### src/hdl/render_pkg.sv
package render_pkg;

    // Screen and board geometry
    parameter int SCREEN_W  = 160;
    parameter int SCREEN_H  = 120;
    parameter int TILE_SIZE = 5;     // Tile edge in pixels
    parameter int BOARD_W   = 32;
    parameter int BOARD_H   = 24;

    typedef logic [7:0]  pixel_x_t;
    typedef logic [6:0]  pixel_y_t;
    typedef logic [4:0]  tile_x_t;
    typedef logic [4:0]  tile_y_t;
    typedef logic [11:0] color_t;    // 4 bits each of R, G, B
    typedef logic [2:0]  offset_t;   // 0 to 4 inside a tile

    // 0 is the player, 1 to 3 the ghosts
    typedef logic [1:0]  object_t;

    // Where a pixel takes its colour from
    typedef enum logic [1:0] {
        SRC_BACKGROUND = 2'd0,
        SRC_PLAYER     = 2'd1,
        SRC_GHOST      = 2'd2
    } source_t;

    // Maze colours
    parameter color_t COLOR_WALL   = 12'h00F;
    parameter color_t COLOR_FLOOR  = 12'h000;
    parameter color_t COLOR_PELLET = 12'hFF0;

endpackage
### src/hdl/render_top.sv
`timescale 1ns/1ns

module render_top import render_pkg::*; #(
    parameter int CREDITS = 4           // Pixels the frame buffer accepts ahead
) (
    input  logic     clock,
    input  logic     resetn,
    input  logic     start,
    input  tile_x_t  player_x,
    input  tile_y_t  player_y,
    input  tile_x_t  ghost1_x,
    input  tile_y_t  ghost1_y,
    input  tile_x_t  ghost2_x,
    input  tile_y_t  ghost2_y,
    input  tile_x_t  ghost3_x,
    input  tile_y_t  ghost3_y,
    input  logic     pixel_credit,
    output logic     busy,
    output logic     done,
    output logic     pixel_valid,
    output pixel_x_t pixel_x,
    output pixel_y_t pixel_y,
    output color_t   pixel_color
);

    logic     req_valid;
    logic     req_ready;
    logic     pipe_empty;
    pixel_x_t req_x;
    pixel_y_t req_y;
    offset_t  req_dx;
    offset_t  req_dy;
    source_t  req_source;
    color_t   bg_color;
    color_t   sprite_color;

    render_control u_control (
        .clock, .resetn, .start,
        .player_x, .player_y,
        .ghost1_x, .ghost1_y,
        .ghost2_x, .ghost2_y,
        .ghost3_x, .ghost3_y,
        .req_ready, .pipe_empty,
        .req_valid, .req_x, .req_y, .req_dx, .req_dy, .req_source,
        .busy, .done
    );

    // Both lookups see the request in the same cycle
    background_rom u_background (
        .clock, .resetn, .req_x, .req_y, .bg_color
    );

    sprite_rom u_sprite (
        .clock, .resetn, .req_source, .req_dx, .req_dy, .sprite_color
    );

    pixel_pipe #(
        .CREDITS(CREDITS)
    ) u_pipe (
        .clock, .resetn,
        .req_valid, .req_x, .req_y, .req_source,
        .bg_color, .sprite_color, .pixel_credit,
        .req_ready, .pipe_empty,
        .pixel_valid, .pixel_x, .pixel_y, .pixel_color
    );

endmodule

### src/hdl/render_control.sv
`timescale 1ns/1ns

module render_control import render_pkg::*; (
    input  logic     clock,
    input  logic     resetn,
    input  logic     start,
    input  tile_x_t  player_x,
    input  tile_y_t  player_y,
    input  tile_x_t  ghost1_x,
    input  tile_y_t  ghost1_y,
    input  tile_x_t  ghost2_x,
    input  tile_y_t  ghost2_y,
    input  tile_x_t  ghost3_x,
    input  tile_y_t  ghost3_y,
    input  logic     req_ready,
    input  logic     pipe_empty,
    output logic     req_valid,
    output pixel_x_t req_x,
    output pixel_y_t req_y,
    output offset_t  req_dx,
    output offset_t  req_dy,
    output source_t  req_source,
    output logic     busy,
    output logic     done
);

    typedef enum logic [2:0] {
        S_IDLE, S_FILL, S_ERASE, S_DRAW, S_DRAIN, S_FINISH
    } state_t;

    state_t   state;
    logic     first_frame;           // Background not painted yet
    pixel_x_t fill_x;
    pixel_y_t fill_y;
    offset_t  dx;
    offset_t  dy;
    object_t  obj;
    logic     accept;
    logic     block_last;            // Last pixel of the current 5x5 block

    tile_x_t  pos_x_in [4];
    tile_y_t  pos_y_in [4];
    tile_x_t  cur_x [4];             // Positions of this frame
    tile_y_t  cur_y [4];
    tile_x_t  prev_x [4];            // Positions drawn by the last frame
    tile_y_t  prev_y [4];
    tile_x_t  sel_tile_x;
    tile_y_t  sel_tile_y;

    assign pos_x_in = '{player_x, ghost1_x, ghost2_x, ghost3_x};
    assign pos_y_in = '{player_y, ghost1_y, ghost2_y, ghost3_y};

    assign req_valid  = (state == S_FILL) || (state == S_ERASE) || (state == S_DRAW);
    assign accept     = req_valid && req_ready;
    assign block_last = (dx == offset_t'(TILE_SIZE - 1)) && (dy == offset_t'(TILE_SIZE - 1));

    // Erase works on where the object was, draw on where it is now
    assign sel_tile_x = (state == S_ERASE) ? prev_x[obj] : cur_x[obj];
    assign sel_tile_y = (state == S_ERASE) ? prev_y[obj] : cur_y[obj];

    always_comb begin
        if (state == S_FILL) begin
            req_x = fill_x;
            req_y = fill_y;
        end else begin
            req_x = pixel_x_t'(pixel_x_t'(sel_tile_x) * TILE_SIZE + dx);
            req_y = pixel_y_t'(pixel_y_t'(sel_tile_y) * TILE_SIZE + dy);
        end
    end

    always_comb begin
        if (state != S_DRAW)
            req_source = SRC_BACKGROUND;
        else if (obj == object_t'(0))
            req_source = SRC_PLAYER;
        else
            req_source = SRC_GHOST;
    end

    assign req_dx = dx;
    assign req_dy = dy;
    assign busy   = (state != S_IDLE) && (state != S_FINISH);
    assign done   = (state == S_FINISH);

    always_ff @(posedge clock or negedge resetn) begin
        if (!resetn) begin
            state       <= S_IDLE;
            first_frame <= 1'b1;
            fill_x      <= '0;
            fill_y      <= '0;
            dx          <= '0;
            dy          <= '0;
            obj         <= '0;
        end else begin
            case (state)
                S_IDLE: begin
                    if (start)
                        state <= first_frame ? S_FILL : S_ERASE;
                end

                S_FILL: begin
                    if (accept) begin
                        if (fill_x == pixel_x_t'(SCREEN_W - 1)) begin
                            fill_x <= '0;
                            if (fill_y == pixel_y_t'(SCREEN_H - 1)) begin
                                fill_y      <= '0;
                                first_frame <= 1'b0;
                                state       <= S_DRAW;    // Nothing to erase yet
                            end else begin
                                fill_y <= fill_y + 1'b1;
                            end
                        end else begin
                            fill_x <= fill_x + 1'b1;
                        end
                    end
                end

                S_ERASE, S_DRAW: begin
                    if (accept) begin
                        if (dx != offset_t'(TILE_SIZE - 1)) begin
                            dx <= dx + 1'b1;
                        end else begin
                            dx <= '0;
                            if (!block_last) begin
                                dy <= dy + 1'b1;
                            end else begin
                                dy  <= '0;
                                obj <= obj + 1'b1;    // Wraps back to the player
                                if (obj == object_t'(3))
                                    state <= (state == S_ERASE) ? S_DRAW : S_DRAIN;
                            end
                        end
                    end
                end

                S_DRAIN: begin
                    if (pipe_empty)
                        state <= S_FINISH;
                end

                S_FINISH: state <= S_IDLE;

                default: state <= S_IDLE;
            endcase
        end
    end

    always_ff @(posedge clock) begin
        if (state == S_IDLE && start) begin
            cur_x <= pos_x_in;
            cur_y <= pos_y_in;
        end
        if (state == S_FINISH) begin
            prev_x <= cur_x;    // Next frame erases these blocks
            prev_y <= cur_y;
        end
    end

endmodule

### src/hdl/pixel_pipe.sv
`timescale 1ns/1ns

module pixel_pipe import render_pkg::*; #(
    parameter int CREDITS = 4
) (
    input  logic     clock,
    input  logic     resetn,
    input  logic     req_valid,
    input  pixel_x_t req_x,
    input  pixel_y_t req_y,
    input  source_t  req_source,
    input  color_t   bg_color,
    input  color_t   sprite_color,
    input  logic     pixel_credit,
    output logic     req_ready,
    output logic     pipe_empty,
    output logic     pixel_valid,
    output pixel_x_t pixel_x,
    output pixel_y_t pixel_y,
    output color_t   pixel_color
);

    localparam int CW = $clog2(CREDITS + 1);

    logic          accept;
    logic          s1_valid;        // Request waiting on the ROM read
    pixel_x_t      s1_x;
    pixel_y_t      s1_y;
    source_t       s1_source;
    logic [CW-1:0] credit_count;    // Space left in the frame buffer
    logic [CW-1:0] in_flight;       // Accepted but not yet charged

    // In-flight pixels are already paid for, so only new requests wait
    assign req_ready  = (credit_count > in_flight);
    assign accept     = req_valid && req_ready;
    assign pipe_empty = (in_flight == '0);

    always_ff @(posedge clock or negedge resetn) begin
        if (!resetn) begin
            s1_valid    <= 1'b0;
            pixel_valid <= 1'b0;
        end else begin
            s1_valid    <= accept;
            pixel_valid <= s1_valid;
        end
    end

    always_ff @(posedge clock) begin
        s1_x      <= req_x;
        s1_y      <= req_y;
        s1_source <= req_source;
        pixel_x   <= s1_x;
        pixel_y   <= s1_y;
        pixel_color <= (s1_source == SRC_BACKGROUND) ? bg_color : sprite_color;
    end

    always_ff @(posedge clock or negedge resetn) begin
        if (!resetn) begin
            credit_count <= CW'(CREDITS);
            in_flight    <= '0;
        end else begin
            case ({pixel_valid, pixel_credit})
                2'b10:   credit_count <= credit_count - 1'b1;    // Spent on output
                2'b01:   credit_count <= credit_count + 1'b1;    // Returned by sink
                default: credit_count <= credit_count;
            endcase

            case ({accept, pixel_valid})
                2'b10:   in_flight <= in_flight + 1'b1;
                2'b01:   in_flight <= in_flight - 1'b1;
                default: in_flight <= in_flight;
            endcase
        end
    end

endmodule

### src/hdl/sprite_rom.sv
`timescale 1ns/1ns

module sprite_rom import render_pkg::*; (
    input  logic    clock,
    input  logic    resetn,
    input  source_t req_source,
    input  offset_t req_dx,
    input  offset_t req_dy,
    output color_t  sprite_color
);

    // Rows are indexed by dy, columns by dx
    localparam color_t PLAYER_BITMAP [0:4][0:4] = '{
        '{12'hF00, 12'hFF3, 12'hFF3, 12'h000, 12'hFF3},
        '{12'hFF3, 12'hFF3, 12'hFF3, 12'hFF3, 12'hFF3},
        '{12'hFF3, 12'hFF3, 12'hFF3, 12'hFF3, 12'hFF3},
        '{12'h000, 12'h000, 12'hFF3, 12'hFF3, 12'hFF3},
        '{12'hFF3, 12'hFF3, 12'hFF3, 12'h000, 12'hF00}
    };

    localparam color_t GHOST_BITMAP [0:4][0:4] = '{
        '{12'h000, 12'h000, 12'hFFF, 12'h000, 12'h000},
        '{12'h000, 12'hFFF, 12'hFFF, 12'hFFF, 12'h000},
        '{12'hFFF, 12'hFFF, 12'hF00, 12'hFFF, 12'hFFF},    // Red eye in the middle
        '{12'hFFF, 12'hFFF, 12'hFFF, 12'hFFF, 12'hFFF},
        '{12'hFFF, 12'h000, 12'hFFF, 12'h000, 12'hFFF}
    };

    color_t color_next;

    always_comb begin
        if (req_source == SRC_GHOST)
            color_next = GHOST_BITMAP[req_dy][req_dx];
        else
            color_next = PLAYER_BITMAP[req_dy][req_dx];
    end

    always_ff @(posedge clock or negedge resetn) begin
        if (!resetn)
            sprite_color <= COLOR_FLOOR;
        else
            sprite_color <= color_next;
    end

endmodule

### src/hdl/background_rom.sv
`timescale 1ns/1ns

module background_rom import render_pkg::*; (
    input  logic     clock,
    input  logic     resetn,
    input  pixel_x_t req_x,
    input  pixel_y_t req_y,
    output color_t   bg_color
);

    tile_x_t tile_x;
    tile_y_t tile_y;
    offset_t off_x;
    offset_t off_y;
    logic    border;
    logic    pillar;
    logic    pellet;
    color_t  color_next;

    // Split the pixel into tile and offset inside the tile
    assign tile_x = tile_x_t'(req_x / TILE_SIZE);
    assign tile_y = tile_y_t'(req_y / TILE_SIZE);
    assign off_x  = offset_t'(req_x % TILE_SIZE);
    assign off_y  = offset_t'(req_y % TILE_SIZE);

    assign border = (tile_x == tile_x_t'(0)) || (tile_x == tile_x_t'(BOARD_W - 1)) ||
                    (tile_y == tile_y_t'(0)) || (tile_y == tile_y_t'(BOARD_H - 1));

    // Inner wall blocks on a 4-tile grid
    assign pillar = (tile_x[1:0] == 2'd2) && (tile_y[1:0] == 2'd2);

    assign pellet = (off_x == offset_t'(2)) && (off_y == offset_t'(2));    // Tile centre

    always_comb begin
        if (border || pillar)
            color_next = COLOR_WALL;
        else if (pellet)
            color_next = COLOR_PELLET;
        else
            color_next = COLOR_FLOOR;
    end

    always_ff @(posedge clock or negedge resetn) begin
        if (!resetn)
            bg_color <= COLOR_FLOOR;
        else
            bg_color <= color_next;
    end

endmodule

### config.mk
export PLATFORM = sky130hd
export DESIGN_NAME = render_top
export DESIGN_NICKNAME = d
export VERILOG_FILES = /design/src/hdl/render_pkg.sv /design/src/hdl/render_top.sv /design/src/hdl/render_control.sv /design/src/hdl/pixel_pipe.sv /design/src/hdl/sprite_rom.sv /design/src/hdl/background_rom.sv
export SDC_FILE = /design/constraint.sdc
export NUM_CORES = 1
export LEC_CHECK = 0
export ABC_CLOCK_PERIOD_IN_PS = 12380
export BUFFER_PORTS_ARGS = -buffer_cell sky130_fd_sc_hd__clkbuf_2
export CAP_MARGIN = 10
export CORE_MARGIN = 2
export CORE_UTILIZATION = 55
export DETAILED_ROUTE_END_ITERATION = 8
export GPL_TIMING_DRIVEN = 0
export PLACE_DENSITY = 0.83
export SLEW_MARGIN = 20
export SYNTH_ARGS = -nofsm -noshare
export SYNTH_HDL_FRONTEND = slang
export SYNTH_SLANG_ARGS = --single-unit
### constraint.sdc
create_clock -name clock -period 12.38 [get_ports clock]
set_clock_uncertainty 0.1 [all_clocks]
set_input_delay 0 -clock clock [delete_from_list [all_inputs] [get_ports clock]]
set_output_delay 0 -clock clock [all_outputs]
set_load 0.05 [all_outputs]
==> run_results.csv, run 1 <==
group,metric,value,unit
run_status,status,"complete, no violations",
global_route,use_met3,0.04139,
worst_setup_path,critical_path.slowest_cell,"clkbuf_1",
synth,async_flop_share,0.2564,
routing,route.detailed.drc,0,
timing,tightestPinTransition,0.9223,ns
clock_network,cts_root_buffer,"clkbuf_16",
routing,drt-total-wl,22540,um
floorplan,die_w,135.9,um
synth,syn_area,9573,sq um
worst_setup_path,crit_top_cell,"ha_1",
global_route,grt_pass1_wl,36560,um
routing,firstDrtPassIters,5,
worst_setup_path,cp_slowest_stage_delay,0.68,ns
clock_network,max-clock-path-buffers,2,
timing,hold_violations,0,
placement,io_buffer_count,73,
worst_setup_path,rr_startpoint,"u_control.obj[0]",
synth,ys_seq_area_frac,0.4311,
worst_setup_path,startpoint,"u_control.obj[0]",
worst_setup_path,critical_path_buf_inv_count,6,
timing,rsz0062_at_grt,"no",
global_route,grt.busiest_layer,"met2",
placement,dpl_cell_area,10270,sq um
synth,ys_warn_count,0,
global_route,antenna_found_initial,0,
timing,fin_ws,1.352,ns
global_route,grt_pass1_vias,7332,
global_route,use_met1,0.3196,
synth,synthFlopType,"edfxtp_1",
clock_network,cts_tree,"built",
run,drv_cap,0,
worst_setup_path,critPathTopFamily,"compound AO/OA/AOI/OAI gates",
synth,syn_area_per_cell,10.85,sq um
routing,routed-via-count,7640,
hold_path,hp-class,"primary input to asynchronous set/reset pin",
synth,synth_cells,882,
timing,period_share,0.8908,
cells_and_area,final_nets,1126,
clock_network,cts_max_level,4,
synth,synth_cell_types,109,
worst_setup_path,start_kind,"flip-flop",
global_route,grt-ovfl-total,0,
worst_setup_path,crit_path_end_kind,"flip-flop",
placement,gp_congestion,0.9187,
worst_setup_path,crit_type,"flip-flop to flip-flop",
cells_and_area,final_cell_area,11310,sq um
timing,finalSetupTns,0,ns
routing,routedWlPerCell,17.90,um
cells_and_area,syn_to_final_growth,18.10,%
floorplan,die_height,135.9,um
synth,ys_top_cells_by_area,"edfxtp_1 25%, dfrtp_1 9.9%, dfxtp_1 7.5%, ha_1 7.5%, mux4_2 4.7%",
timing,setup_viol,0,
timing,slew_violations,0,
synth,synth_enable_flop_cells,80,
worst_setup_path,cp.arrival,11.24,ns
synth,netlist.area_leader.share,0.2509,
cells_and_area,drive_above_1_share,0.2253,
synth,synth-seq-cells,156,
worst_setup_path,critPathMaxFanout,10,
synth,yosysTopAreaCell,"edfxtp_1",
clock_network,clk_latency,0.44,ns
floorplan,rows,48,
clock_network,cts.sinks,156,
floorplan,initial_core_util,0.5573,
global_route,grt_max_degree,41,
floorplan,io_pins,74,
routing,drt_iter0_drc,631,
clock_network,postCtsSetupBuffers,0,
placement,hpwl,14860,um
global_route,gr-usage-all-layers,0.2533,
timing,finalWorstPathRequiredPeriod,11.03,ns
placement,dp_slack,1.451,ns
global_route,met2_usage,0.4357,
clock_network,numCtsBuffers,17,
worst_setup_path,worstPathRequired,12.59,ns
floorplan,core-area,17180,sq um
timing,slew_headroom,0.3852,
routing,ant_nets,0,
floorplan,die_area,18480,sq um
clock_network,path_clk_slew,0.07,ns
timing,max_freq,90.68,MHz
routing,viasPerCell,6.068,
synth,synth_nets,987,
cells_and_area,antennaDiodeCount,0,
-- through the flow --
stage	std cells	hold WS, ns	utilization
detailed placement	1184	0.07861	0.5980
finish	1259	0.1378	0.6582
global placement	1180	0.07696	0.5950
floorplan	882	-0.3956	-
global route	1259	0.1702	0.6582
CTS	1259	0.1601	0.6579
-- layer usage --
layer	part of all wire	routed length [um]	vias to the layer above
li1	-	-	3618
met1	0.42	9474	3706
met2	0.51	11390	268
met3	0.050	1120	48
met4	0.024	551	0
met5	0	0	-
-- kinds of logic after synthesis --
group / synth area share
AO/OA/AOI/OAI: 0.1784
AND/OR/NAND/NOR: 0.1477
multiplexers: 0.08600
adder cells (fa/ha/maj): 0.08509
XOR/XNOR: 0.03085
buffers and inverters: 0.04091
flip-flops: 0.4311
-- flip-flops by register name, summed over array words and instances, names as in the netlist, 2 cells and up --
name / count
u_control.fill_y: 7
u_control.cur_x: 20
u_control.cur_y: 20
u_pipe.pixel_y: 7
u_pipe.s1_source: 2
u_pipe.s1_x: 8
u_pipe.in_flight: 3
u_control.req_dx: 3
u_control.state: 3
u_pipe.pixel_x: 8
u_control.req_dy: 3
u_control.prev_y: 20
u_background.bg_color: 2
u_pipe.s1_y: 7
u_control.fill_x: 8
u_sprite.sprite_color: 3
u_pipe.credit_count: 3
u_control.prev_x: 20
u_pipe.pixel_color: 4
u_control.obj: 2
-- cells in the mapped netlist (all sizes together), types with 9 or more instances --
cell type / number
o211ai: 9
nand2b: 13
a31oi: 14
mux4: 20
or3: 12
edfxtp: 80
inv: 45
dfxtp: 36
ha: 57
nand3: 23
a211oi: 17
mux2i: 16
nor3: 23
dfrtp: 38
nand4: 20
clkbuf: 18
mux2: 15
a21oi: 41
xnor2: 23
o21ai: 54
nand2: 70
buf: 22
nor2: 62
xor2: 9
-- timing repair --
item,CTS,global route
endpoints found under the hold margin,90,0
hold buffers,43,0
resized for setup,0,0
-- path summary, 6_finish.rpt --
check | slack, ns | cells past startpoint | endpoint
worst max-delay path | 1.35 | 38 | u_background.bg_color[10]
worst min-delay path | 0.14 | 2 | u_control.fill_y[4]
worst max register to register | 1.35 | 38 | u_background.bg_color[10]
worst min register to register | 0.23 | 0 | u_pipe.pixel_y[2]
max in group asynchronous | 11.45 | 2 | u_control.fill_x[6]
min in group clock | 0.17 | 2 | u_control.cur_y[18]
-- final cells by class --
type,instances,area (sq um)
tap,225,281.5
buffer,40,219.0
inverter,46,172.7
clock inverter,15,171.4
sequential,156,4126
clock buffer,17,425.4
multi-input combinational,640,5067
timing repair buffer,120,842.1
fill,1322,5871
-- layout by cell type (no fill, tap or decap), types with 9 or more instances in the layout --
cell type,instances
nand3_1,23
inv_1,38
edfxtp_1,80
nor2_1,61
a31oi_1,11
clkbuf_1,18
or3_1,12
ha_1,57
clkbuf_16,17
dfxtp_1,36
dlygate4sd3_1,43
clkbuf_2,72
a211oi_1,13
nor3_1,18
mux2_2,12
nand2b_1,13
nand4_1,18
buf_4,12
dfrtp_1,38
xnor2_1,22
mux4_2,20
a21oi_1,35
o21ai_0,42
o21ai_1,9
nand2_1,70
mux2i_1,11
Power of run 1 is left out: the tool's default activity adds up to more than one toggle a clock period on the data nets, which glitch-free logic cannot reach.
==> inputs of run 2 (changes only) <==
ABC_AREA = 1   (was default)
==> run 2 against run 1 <==
Compared with the run above: global-route usage shrank 0.40 points; register-to-register slack better by 3.0 ns; sequential share of layout area up 1.5 points; critical endpoint unchanged.
==> run_results.csv, run 2 <==
group,metric,value,unit
worst_setup_path,critical_path.slowest_cell,"dfrtp_1",
clock_network,numCtsBuffers,17,
clock_network,cts_root_buffer,"clkbuf_16",
synth,async_flop_share,0.2564,
cells_and_area,final_nets,1297,
placement,io_buffer_count,73,
worst_setup_path,reg2reg_to,"u_background.bg_color[10]",
routing,ant_nets,0,
worst_setup_path,rr_startpoint,"u_control.obj[0]",
run_status,status,"complete, no violations",
synth,syn_area,9164,sq um
global_route,grt_max_degree,41,
cells_and_area,regArea,4126,sq um
cells_and_area,antennaDiodeCount,0,
global_route,grt_pass1_wl,34870,um
placement,dpl_cell_area,9867,sq um
floorplan,initial_core_util,0.5585,
worst_setup_path,worstPathRequired,12.64,ns
floorplan,rows,47,
synth,yosysTopAreaCell,"edfxtp_1",
global_route,grt-ovfl-total,0,
cells_and_area,final_cell_area,10860,sq um
hold_path,hp-class,"primary input to asynchronous set/reset pin",
clock_network,cts_max_level,4,
global_route,grt_pass1_vias,7356,
worst_setup_path,critical_path_buf_inv_count,8,
clock_network,cts_tree,"built",
synth,synth_most_common_cell,"nand2_1",
synth,syn_area_per_cell,8.686,sq um
worst_setup_path,r2r_setup_slack,4.31,ns
cells_and_area,layout_common_cells,"189 x nand2_1, 120 x nor2_1, 111 x inv_1, 81 x o21ai_0, 80 x edfxtp_1",
floorplan,io_pins,74,
cells_and_area,syn_to_final_growth,18.51,%
run,drv_cap,0,
floorplan,die_area,17710,sq um
worst_setup_path,critPathMaxFanout,10,
cells_and_area,drive_above_1_share,0.1967,
synth,synth-seq-cells,156,
routing,firstDrtPassIters,9,
routing,routed-via-count,7687,
worst_setup_path,start_kind,"flip-flop",
timing,finalSetupTns,0,ns
synth,synth_cell_types,54,
synth,synth_cells,1055,
timing,finalWorstPathRequiredPeriod,8.067,ns
worst_setup_path,critPathTopFamily,"simple AND/OR/NAND/NOR gates",
clock_network,path_clk_slew,0.06,ns
timing,slew_headroom,0.3842,
worst_setup_path,crit_type,"flip-flop to flip-flop",
clock_network,max-clock-path-buffers,2,
timing,tightestPinTransition,0.9237,ns
floorplan,core-area,16410,sq um
clock_network,clk_latency,0.44,ns
routing,route.detailed.drc,0,
timing,rsz0062_at_grt,"no",
clock_network,cts_resized,0,
synth,synth_nets,1160,
global_route,antenna_found_initial,0,
clock_network,postCtsSetupBuffers,0,
worst_setup_path,crit_cells,46,
cells_and_area,fill_cells,1278,
clock_network,cts_hold_buffers,43,
synth,ys_top_cells_by_area,"edfxtp_1 26%, dfrtp_1 10%, dfxtp_1 7.9%, ha_1 7.8%, nand2_1 7.7%",
timing,slew_violations,0,
timing,setup_viol,0,
routing,viasPerCell,5.394,
floorplan,die_w,133.1,um
placement,gp_congestion,0.8694,
synth,ys_warn_count,0,
routing,drt-total-wl,20910,um
synth,ys_seq_area_frac,0.4503,
synth,synth_enable_flop_cells,80,
placement,hpwl,14260,um
worst_setup_path,rr_worst_depth,46,
timing,hold_violations,0,
worst_setup_path,cp.arrival,8.33,ns
timing,period_share,0.6516,
timing,max_freq,124.0,MHz
routing,drt_iter0_drc,722,
clock_network,cts.sinks,156,
cells_and_area,final_common_cell,"nand2_1",
global_route,gr-usage-all-layers,0.2493,
worst_setup_path,crit_path_end_kind,"flip-flop",
synth,synthFlopType,"edfxtp_1",
cells_and_area,multiInputGateArea,4365,sq um
floorplan,die_height,133.1,um
worst_setup_path,cp_slowest_stage_delay,0.52,ns
routing,routedWlPerCell,14.67,um
synth,synthTopCellsByCount,"189 x nand2_1, 122 x nor2_1, 111 x inv_1",
synth,netlist.area_leader.share,0.2622,
run 2: changes by cell type in the layout (fill, tap and decap cells not counted), sizes merged, moves of 17 or more:
cell,delta
nand2,+167
inv,+82
nor2,+75
nand3,+70
o21ai,+39
a21oi,-23
mux4,-20
a211oi,-17
run 2: how the worst max path moves through the flow:
stage                     start                         to
6_report       u_control.obj[0]  u_background.bg_color[10]
3_5_place_dp   u_control.obj[0]  u_background.bg_color[10]
5_1_grt        u_control.obj[0]  u_background.bg_color[10]
3_3_place_gp   u_control.obj[0]  u_background.bg_color[10]
2_1_floorplan  u_control.obj[0]  u_background.bg_color[10]
4_1_cts        u_control.obj[0]  u_background.bg_color[10]
run 2: final cells by class:
cell class / count / area share
Tap cell: 220 / 0.02535
Clock buffer: 18 / 0.03952
Timing Repair Buffer: 118 / 0.07765
Sequential cell: 156 / 0.3800
Buffer: 27 / 0.01601
Inverter: 132 / 0.04724
Multi-Input combinational cell: 740 / 0.4020
Clock inverter: 14 / 0.01233
run 2: layer usage:
| metal | GRT usage | up-vias | wire, um |
|---|---|---|---|
| met3 | 0.06015 | 49 | 1472 |
| met1 | 0.3055 | 3538 | 8556 |
| met4 | 0.09797 | 0 | 619 |
| met2 | 0.4254 | 313 | 10260 |
| li1 | - | 3787 | - |
| met5 | 0 | - | 0 |
run 2: cell families (layout without fill, tap and decap cells):
family	Yosys count	after routing	share of synthesized area
and+or+nand+nor	512	512	0.2780
buffers and inverters	159	309	0.07496
DFF	156	156	0.4503
AOI/OAI and AO/OA	144	144	0.08793
adders and majority gates	61	61	0.08656
xor gates and xnor gates	22	22	0.02103
muxes	1	1	0.001229
run 2: metrics by stage:
step	hold slack [ns]	std cells	utilization	setup slack, ns
floorplan	-0.3956	1055	-	5.748
global placement	0.07641	1348	0.5976	4.689
detailed placement	0.07861	1350	0.6014	4.558
CTS	0.1585	1425	0.6619	4.440
global route	0.1589	1425	0.6619	3.575
finish	0.1394	1425	0.6619	4.313
run 2: worst reg2reg max path: cells and delay by family, from the launching register on:
kind | cells | cell delay, ns
buf+inv | 8 | 1.40
flops | 1 | 0.52
compound gates | 7 | 1.04
xor+xnor | 2 | 0.37
fa+ha+maj | 7 | 1.98
simple gates | 22 | 2.59
Power of run 2 is left out for the same reason.
